**src/noiseVideoPkg.sv**
```systemverilog
`default_nettype none

package noiseVideoPkg;

    // ==================================================
    // Pixel data
    // ==================================================

    // One luma sample, also the width of each RGB channel
    localparam int lumaW = 8;

    typedef logic [lumaW-1:0] lumaT;

    // Tint applied to the noise luma
    typedef enum logic [1:0] {
        tintWhite = 2'd0,
        tintRed   = 2'd1,
        tintGreen = 2'd2,
        tintBlue  = 2'd3
    } noiseColorT;

    // ==================================================
    // Aspect ratio
    // ==================================================

    // Scaler aspect modes, codes as seen by the HDMI scaler
    typedef enum logic [1:0] {
        aspectOriginal = 2'd0,
        aspectFull     = 2'd1,
        aspectCustom1  = 2'd2,
        aspectCustom2  = 2'd3
    } aspectT;

    // Width of each ratio output towards the scaler
    localparam int arW = 13;

    // ==================================================
    // Noise LFSR
    // ==================================================

    localparam int lfsrW = 16;

    // Any nonzero value works, zero would lock the LFSR
    localparam logic [lfsrW-1:0] lfsrSeed = 16'hACE1;

endpackage

`default_nettype wire
```
**src/videoBeamIf.sv**
```systemverilog
`timescale 1ns/1ns
`default_nettype none

// Beam timing shared by the pixel pipeline
interface videoBeamIf;

    // Pixel strobe, one clk_sys cycle wide
    logic ce;

    // Blanking levels, high outside the active area
    logic hBlank;
    logic vBlank;

    // Sync pulses, active high
    logic hSync;
    logic vSync;

    // Timing generator side
    modport source (
        output ce, hBlank, vBlank, hSync, vSync
    );

    // Consumers of the beam position
    modport sink (
        input ce, hBlank, vBlank, hSync, vSync
    );

endinterface

`default_nettype wire

```
**src/noiseVideoTop.sv**
```systemverilog
`timescale 1ns/1ns
`default_nettype none

module noiseVideoTop #(
    parameter int hActive     = 256,
    parameter int hTotal      = 320,
    parameter int hSyncGap    = 8,
    parameter int hSyncWidth  = 24,
    parameter int vActiveNtsc = 224,
    parameter int vTotalNtsc  = 262,
    parameter int vActivePal  = 256,
    parameter int vTotalPal   = 312,
    parameter int vSyncGap    = 3,
    parameter int vSyncWidth  = 3,
    parameter int ledCntW     = 27
) (
    input  logic                             clk_sys,
    input  logic                             rstN,
    input  logic                             pal,
    input  logic                             scandouble,
    input  noiseVideoPkg::noiseColorT        noiseColor,
    input  noiseVideoPkg::aspectT            aspect,
    output logic                             cePixel,
    output noiseVideoPkg::lumaT              vgaR,
    output noiseVideoPkg::lumaT              vgaG,
    output noiseVideoPkg::lumaT              vgaB,
    output logic                             vgaHs,
    output logic                             vgaVs,
    output logic                             vgaDe,
    output logic [noiseVideoPkg::arW-1:0]    videoArx,
    output logic [noiseVideoPkg::arW-1:0]    videoAry,
    output logic                             ledUser
);

    // Beam position shared by the pixel pipeline
    videoBeamIf beam ();

    noiseVideoPkg::lumaT luma;

    // ==================================================
    // Video path
    // ==================================================

    videoTiming #(
        .hActive     (hActive),
        .hTotal      (hTotal),
        .hSyncGap    (hSyncGap),
        .hSyncWidth  (hSyncWidth),
        .vActiveNtsc (vActiveNtsc),
        .vTotalNtsc  (vTotalNtsc),
        .vActivePal  (vActivePal),
        .vTotalPal   (vTotalPal),
        .vSyncGap    (vSyncGap),
        .vSyncWidth  (vSyncWidth)
    ) uTiming (
        .clk_sys    (clk_sys),
        .rstN       (rstN),
        .pal        (pal),
        .scandouble (scandouble),
        .beam       (beam)
    );

    // Luma is valid while the beam is in the active area
    noiseSource uNoise (
        .clk_sys (clk_sys),
        .rstN    (rstN),
        .beam    (beam),
        .luma    (luma)
    );

    // One register stage to the output pins
    videoOutStage uOut (
        .clk_sys    (clk_sys),
        .rstN       (rstN),
        .beam       (beam),
        .luma       (luma),
        .noiseColor (noiseColor),
        .aspect     (aspect),
        .cePixel    (cePixel),
        .vgaHs      (vgaHs),
        .vgaVs      (vgaVs),
        .vgaDe      (vgaDe),
        .vgaR       (vgaR),
        .vgaG       (vgaG),
        .vgaB       (vgaB),
        .videoArx   (videoArx),
        .videoAry   (videoAry)
    );

    // Status LED, independent of the video path
    activityLed #(
        .ledCntW (ledCntW)
    ) uLed (
        .clk_sys (clk_sys),
        .rstN    (rstN),
        .ledUser (ledUser)
    );

endmodule

`default_nettype wire

```
**src/activityLed.sv**
```systemverilog
`timescale 1ns/1ns
`default_nettype none

module activityLed #(
    parameter int ledCntW = 27
) (
    input  logic clk_sys,
    input  logic rstN,
    output logic ledUser
);

    logic [ledCntW-1:0] cnt;
    logic [7:0]         upperByte;
    logic [7:0]         lowerByte;

    // Slow byte sets the duty, fast byte is the PWM ramp
    assign upperByte = cnt[ledCntW-2 -: 8];
    assign lowerByte = cnt[7:0];

    // ==================================================
    // Breathing PWM
    // ==================================================

    always_ff @(posedge clk_sys) begin
        if (!rstN) begin
            cnt     <= '0;
            ledUser <= 1'b0;
        end else begin
            cnt <= cnt + 1'b1;
            // Top bit flips the compare sense
            // so brightness ramps up then down
            if (cnt[ledCntW-1]) begin
                ledUser <= (upperByte > lowerByte);
            end else begin
                ledUser <= (upperByte <= lowerByte);
            end
        end
    end

endmodule

`default_nettype wire

```
**src/videoOutStage.sv**
```systemverilog
`timescale 1ns/1ns
`default_nettype none

module videoOutStage (
    input  logic                             clk_sys,
    input  logic                             rstN,
    videoBeamIf.sink                         beam,
    input  noiseVideoPkg::lumaT              luma,
    input  noiseVideoPkg::noiseColorT        noiseColor,
    input  noiseVideoPkg::aspectT            aspect,
    output logic                             cePixel,
    output logic                             vgaHs,
    output logic                             vgaVs,
    output logic                             vgaDe,
    output noiseVideoPkg::lumaT              vgaR,
    output noiseVideoPkg::lumaT              vgaG,
    output noiseVideoPkg::lumaT              vgaB,
    output logic [noiseVideoPkg::arW-1:0]    videoArx,
    output logic [noiseVideoPkg::arW-1:0]    videoAry
);

    // Native 4:3 ratio of the pattern
    localparam logic [noiseVideoPkg::arW-1:0] arOrigX = 4;
    localparam logic [noiseVideoPkg::arW-1:0] arOrigY = 3;

    logic                de;
    logic                useR;
    logic                useG;
    logic                useB;
    noiseVideoPkg::lumaT nextR;
    noiseVideoPkg::lumaT nextG;
    noiseVideoPkg::lumaT nextB;

    // ==================================================
    // Tint and data enable
    // ==================================================

    always_comb begin
        de   = !(beam.hBlank || beam.vBlank);
        // White drives all channels, other tints one each
        useR = (noiseColor == noiseVideoPkg::tintWhite) || (noiseColor == noiseVideoPkg::tintRed);
        useG = (noiseColor == noiseVideoPkg::tintWhite) || (noiseColor == noiseVideoPkg::tintGreen);
        useB = (noiseColor == noiseVideoPkg::tintWhite) || (noiseColor == noiseVideoPkg::tintBlue);
        // Black outside the active area
        nextR = (de && useR) ? luma : '0;
        nextG = (de && useG) ? luma : '0;
        nextB = (de && useB) ? luma : '0;
    end

    // All video outputs share one register stage to stay aligned
    always_ff @(posedge clk_sys) begin
        if (!rstN) begin
            cePixel <= 1'b0;
            vgaHs   <= 1'b0;
            vgaVs   <= 1'b0;
            vgaDe   <= 1'b0;
            vgaR    <= '0;
            vgaG    <= '0;
            vgaB    <= '0;
        end else begin
            cePixel <= beam.ce;
            vgaHs   <= beam.hSync;
            vgaVs   <= beam.vSync;
            vgaDe   <= de;
            vgaR    <= nextR;
            vgaG    <= nextG;
            vgaB    <= nextB;
        end
    end

    // Original mode reports 4:3
    // Other modes pass code minus one to select a scaler preset
    always_ff @(posedge clk_sys) begin
        if (aspect == noiseVideoPkg::aspectOriginal) begin
            videoArx <= arOrigX;
            videoAry <= arOrigY;
        end else begin
            videoArx <= noiseVideoPkg::arW'(aspect) - 1'b1;
            videoAry <= '0;
        end
    end

endmodule

`default_nettype wire

```
**src/noiseSource.sv**
```systemverilog
`timescale 1ns/1ns
`default_nettype none

module noiseSource (
    input  logic                clk_sys,
    input  logic                rstN,
    videoBeamIf.sink            beam,
    output noiseVideoPkg::lumaT luma
);

    logic [noiseVideoPkg::lfsrW-1:0] lfsr;
    logic                            feedback;
    logic                            advance;

    // Step only on visible pixels so the pattern is
    // independent of the pixel rate
    assign advance = beam.ce && !beam.hBlank && !beam.vBlank;

    // Taps 16, 14, 13, 11 counted from the output end
    assign feedback = lfsr[0] ^ lfsr[2] ^ lfsr[3] ^ lfsr[5];

    // ==================================================
    // LFSR state
    // ==================================================

    // Fibonacci form, shifting towards bit 0
    always_ff @(posedge clk_sys) begin
        if (!rstN) begin
            lfsr <= noiseVideoPkg::lfsrSeed;
        end else if (advance) begin
            lfsr <= {feedback, lfsr[noiseVideoPkg::lfsrW-1:1]};
        end
    end

    // Low byte of the current state
    // The pixel sees the value before its own shift
    assign luma = lfsr[noiseVideoPkg::lumaW-1:0];

endmodule

`default_nettype wire

```
**src/videoTiming.sv**
```systemverilog
`timescale 1ns/1ns
`default_nettype none

module videoTiming #(
    parameter int hActive     = 256,
    parameter int hTotal      = 320,
    parameter int hSyncGap    = 8,
    parameter int hSyncWidth  = 24,
    parameter int vActiveNtsc = 224,
    parameter int vTotalNtsc  = 262,
    parameter int vActivePal  = 256,
    parameter int vTotalPal   = 312,
    parameter int vSyncGap    = 3,
    parameter int vSyncWidth  = 3
) (
    input  logic              clk_sys,
    input  logic              rstN,
    input  logic              pal,
    input  logic              scandouble,
    videoBeamIf.source        beam
);

    // Counter widths cover the longest line and the longer frame
    localparam int vMax  = (vTotalPal > vTotalNtsc) ? vTotalPal : vTotalNtsc;
    localparam int hCntW = $clog2(hTotal);
    localparam int vCntW = $clog2(vMax);

    // Horizontal thresholds in counter width
    localparam logic [hCntW-1:0] hLast      = hCntW'(hTotal - 1);
    localparam logic [hCntW-1:0] hActEnd    = hCntW'(hActive);
    localparam logic [hCntW-1:0] hSyncStart = hCntW'(hActive + hSyncGap);
    localparam logic [hCntW-1:0] hSyncEnd   = hCntW'(hActive + hSyncGap + hSyncWidth);

    logic [1:0]       ceDiv;
    logic [hCntW-1:0] hCount;
    logic [vCntW-1:0] vCount;

    // TV standard in force for the current frame
    logic             palLatched;

    logic [vCntW-1:0] vActEnd;
    logic [vCntW-1:0] vLast;
    logic [vCntW-1:0] vSyncStart;
    logic [vCntW-1:0] vSyncEnd;

    // ==================================================
    // Pixel enable
    // ==================================================

    // Divide by 4, or by 2 when scandoubled
    always_ff @(posedge clk_sys) begin
        if (!rstN) begin
            ceDiv   <= 2'd0;
            beam.ce <= 1'b0;
        end else begin
            ceDiv   <= ceDiv + 2'd1;
            beam.ce <= scandouble ? ceDiv[0] : (ceDiv == 2'd3);
        end
    end

    // ==================================================
    // Beam counters
    // ==================================================

    // Vertical thresholds follow the latched standard
    always_comb begin
        if (palLatched) begin
            vActEnd = vCntW'(vActivePal);
            vLast   = vCntW'(vTotalPal - 1);
        end else begin
            vActEnd = vCntW'(vActiveNtsc);
            vLast   = vCntW'(vTotalNtsc - 1);
        end
        vSyncStart = vActEnd + vCntW'(vSyncGap);
        vSyncEnd   = vSyncStart + vCntW'(vSyncWidth);
    end

    always_ff @(posedge clk_sys) begin
        if (!rstN) begin
            hCount     <= '0;
            vCount     <= '0;
            // Frame starts at reset, so take the standard here
            palLatched <= pal;
        end else if (beam.ce) begin
            if (hCount == hLast) begin
                hCount <= '0;
                if (vCount == vLast) begin
                    vCount     <= '0;
                    // Standard changes only on a frame boundary
                    palLatched <= pal;
                end else begin
                    vCount <= vCount + 1'b1;
                end
            end else begin
                hCount <= hCount + 1'b1;
            end
        end
    end

    // ==================================================
    // Blanking and sync
    // ==================================================

    // Levels settle one cycle after each counter step,
    // well before the next strobe
    always_ff @(posedge clk_sys) begin
        if (!rstN) begin
            beam.hBlank <= 1'b1;
            beam.vBlank <= 1'b1;
            beam.hSync  <= 1'b0;
            beam.vSync  <= 1'b0;
        end else begin
            beam.hBlank <= (hCount >= hActEnd);
            beam.vBlank <= (vCount >= vActEnd);
            beam.hSync  <= (hCount >= hSyncStart) && (hCount < hSyncEnd);
            beam.vSync  <= (vCount >= vSyncStart) && (vCount < vSyncEnd);
        end
    end

endmodule

`default_nettype wire

```
**config.mk**
```make
export PLATFORM = sky130hd
export DESIGN_NAME = noiseVideoTop
export DESIGN_NICKNAME = d
export VERILOG_FILES = /design/src/noiseVideoPkg.sv /design/src/videoBeamIf.sv /design/src/noiseVideoTop.sv /design/src/activityLed.sv /design/src/videoOutStage.sv /design/src/noiseSource.sv /design/src/videoTiming.sv
export SDC_FILE = /design/constraint.sdc
export NUM_CORES = 1
export LEC_CHECK = 0
export ABC_AREA = 1
export CAP_MARGIN = 20
export CORE_MARGIN = 3
export CORE_UTILIZATION = 63
export DETAILED_ROUTE_END_ITERATION = 12
export DONT_BUFFER_PORTS = 1
export GPL_TIMING_DRIVEN = 0
export PLACE_DENSITY = 0.87
export SLEW_MARGIN = 30
export SYNTH_ARGS = -nofsm -noshare
export SYNTH_HDL_FRONTEND = slang
export SYNTH_SLANG_ARGS = --single-unit
```
**constraint.sdc**
```tcl
create_clock -name clk_sys -period 1.99 [get_ports clk_sys]
set_input_delay 0 -clock clk_sys [delete_from_list [all_inputs] [get_ports clk_sys]]
set_output_delay 0 -clock clk_sys [all_outputs]
set_load 0.01 [all_outputs]
```
==> flow_metrics.tcl <==
set metrics [dict create \
    worst_pin_slew_ns 0.703 \
    rsz0062_at_grt "no" \
    antenna_found_initial 0 \
    setup_tns_ns 0 \
    core_area_mm2 0.00691 \
    worstSetupStartpointType "flop" \
    dr.pass1.iters 5 \
    h-tree-depth 3 \
    detail-route-antenna-nets 0 \
    ios 63 \
    vdd_drop_max_mv 0.499 \
    p_leak_nw 2.16 \
    regToRegSetupSlack_ns 0.20 \
    crit_slowest_cell "dfxtp_1" \
    fin_crit_sh 0.899 \
    syn_avg_cell_area_um2 7.60 \
    power_density_mw_per_mm2 723 \
    cts_buffers 9 \
    seq_area_frac_synth 0.456 \
    min_to "uOut.vgaG[3]" \
    drive_gt1_frac 0.0978 \
    crit_required_ns 2.26 \
    r2r_cells 9 \
    root_buffer "clkbuf_8" \
    r2r-end "uLed.cnt[18]" \
    hold_path_depth 3 \
    grt.total_usage 0.224 \
    power_mw 3.60 \
    ys_seq_elements 103 \
    layout.nets 660 \
    gp_congestion 0.908 \
    min_from "noiseColor[1]" \
    vias_per_cell 5.09 \
    cts_max_path_buffers 2 \
    min-delay-path-class "in2reg" \
    reg2reg_from "uLed.cnt[0]" \
    status "finished clean" \
    whs_ns 0.0989 \
    grt_pass1_vias 3412 \
    cp.arrival_ns 2.06 \
    grt-ovfl-total 0 \
    hold_viol 0 \
    tritoncts "done" \
    wl_per_cell_um 12.4 \
    finalMaxSlewViolations 0 \
    diodes 0 \
    synth_cell_types 38 \
    syn-instance-count 597 \
    worstPathMaxFanout 4 \
    area_growth_pct 9.67 \
    dr_total_vias 3716 \
    initial_core_util 0.657 \
    die-width_um 90.9 \
    hpwl_um 6620 \
    row_count 30 \
    drc 0 \
    slew_headroom 0.528 \
    drv_cap 0 \
    fmax_mhz 559 \
    critPathKind "reg2reg" \
    cpPeakStageDelay_ns 0.40 \
    cts_resized 0 \
    first_iter_violations 251 \
    fp.dieH_um 90.9 \
    ys_warn_count 0 \
    min_period_ns 1.79 \
    cp-end-kind "flop" \
    clk_latency_ns 0.38 \
    critical_path.cell_chain "ha_1 > nand2_1 > nor2_1 > nand2_1 > nor2_4 > buf_4 > nand3_1 > o21ai_0 > nor2_1" \
    grt_pass1_wl_um 15100 \
    port-buffer-count 0 \
    drt-total-wl_um 9070 \
    grt_max_degree 20 \
    design.die.area_mm2 0.00826 \
    syn-cell-area_mm2 0.00454 \
    clock_skew_ns 0.00869 \
    setup_viol 0 \
    clk_pin_slew_ns 0.10 \
    cts_sinks 103 \
]
-- area by class of cell --
cell class	instances	area, um2
flip-flops and latches	103	2070
clock inverters	7	63.8
multi-input cells	390	1990
clock buffers	9	124
fillers	542	1930
plain buffers	31	201
repair buffers	10	90.1
inverters	84	315
well taps	96	120
-- cells in the final DEF, fill, tap and decap left out, types with 2 or more instances in the layout --
master	netlist	routed
nor2_2	3	3
a31oi_1	3	3
nand2_2	3	3
conb_1	1	12
clkbuf_8	0	9
ha_1	23	23
nor2_4	5	5
o21bai_1	2	2
inv_6	0	4
xnor2_1	4	4
clkbuf_1	5	5
dfxtp_1	102	102
o211ai_1	5	5
o21ai_1	7	7
nor3_1	7	7
inv_1	80	80
dlygate4sd3_1	0	6
a21oi_1	26	26
o21ai_0	20	20
nand3b_1	2	2
buf_4	21	25
nand3_1	29	29
xor2_1	5	5
o21a_1	3	3
nand2_1	115	115
buf_2	5	5
nor2_1	98	98
nand4_1	8	8
inv_2	3	3
-- kinds of logic after synthesis --
kind of cell / synth area share
compound gates: 0.0877
buf+inv: 0.114
fa+ha+maj: 0.0634
xor+xnor: 0.0174
other cells: 0.000826
flops: 0.456
simple gates: 0.260
-- cell usage after synthesis, drive strengths merged --
cell type | number | area, um2
buf | 26 | 183
nor2 | 106 | 443
a21o | 1 | 7.51
nand2 | 119 | 462
clkinv | 1 | 3.75
o21a | 3 | 22.5
nor4 | 1 | 6.26
o31ai | 1 | 7.51
conb | 1 | 3.75
xor2 | 5 | 43.8
o21bai | 2 | 15.0
o211ai | 5 | 37.5
xnor2 | 4 | 35.0
nand4 | 8 | 50.1
dfxtp | 102 | 2040
and3 | 1 | 6.26
nand3 | 29 | 145
nor3 | 7 | 35.0
o311ai | 1 | 8.76
edfxtp | 1 | 30.0
nor3b | 2 | 20.0
a31oi | 3 | 18.8
a21oi | 26 | 130
clkbuf | 5 | 18.8
ha | 23 | 288
inv | 83 | 312
o22ai | 1 | 6.26
nand3b | 2 | 15.0
a2111oi | 1 | 8.76
o21ai | 27 | 135
-- worst max path at each step --
stage	startpoint	to	slack, ns	depth (start not counted)
5_1_grt	uTiming.vCount[5]	uTiming.palLatched	0.07	9
6_report	uLed.cnt[0]	uLed.cnt[18]	0.20	9
2_1_floorplan	uTiming.palLatched	uTiming.palLatched	0.38	9
3_5_place_dp	uTiming.palLatched	uTiming.palLatched	0.18	9
3_3_place_gp	uTiming.palLatched	uTiming.palLatched	0.21	9
4_1_cts	uTiming.palLatched	uTiming.palLatched	0.16	9
-- timing repair --
item / CTS / global route
buffers inserted: 0 / 4
hold buffers: 6 / 0
endpoints found under the setup margin: 0 / 2
hold endpoints to repair: 9 / 0
-- where the power goes --
part	total [mW]	switching, mW	leakage [nW]	internal (mW)
Combinational	0.205	0.122	1.23	0.0831
Sequential	2.14	0.0363	0.837	2.11
Clock	1.25	0.771	0.0938	0.481
-- state kept, by name (all words and copies together), names as in the netlist, 2 cells and up --
register        count
uTiming.hCount      9
uOut.vgaG           8
uNoise.lfsr        16
uTiming.vCount      9
uOut.vgaR           8
uLed.cnt           27
uOut.videoArx       4
uTiming.ceDiv       2
uOut.vgaB           8
-- per-layer routing --
| metal | share of wire | GRT usage | vias up |
|---|---|---|---|
| met1 | 0.45 | 0.278 | 1689 |
| li1 | - | - | 1918 |
| met4 | 0.021 | 0.0854 | 0 |
| met3 | 0.043 | 0.0583 | 18 |
| met5 | 0 | 0 | - |
| met2 | 0.48 | 0.376 | 91 |
-- through the flow --
step	std cells	util	instance area (um2)	worst slack, ns
after floorplan	608	-	4580	0.382
after global placement	704	0.681	4700	0.210
after detailed placement	704	0.681	4700	0.178
after CTS	726	0.716	4950	0.161
after global routing	730	0.721	4980	0.0720
final	730	0.721	4980	0.201
-- worst max-delay path: cells and delay by family, from the launching register on --
| kind | cells | cell delay (ns) |
|---|---|---|
| adder cells (fa/ha/maj) | 1 | 0.18 |
| buffers and inverters | 1 | 0.14 |
| AO/OA/AOI/OAI | 1 | 0.23 |
| AND/OR/NAND/NOR | 6 | 0.72 |
| flip-flops | 1 | 0.40 |
No activity file was read; power rests on OpenSTA's default activity.
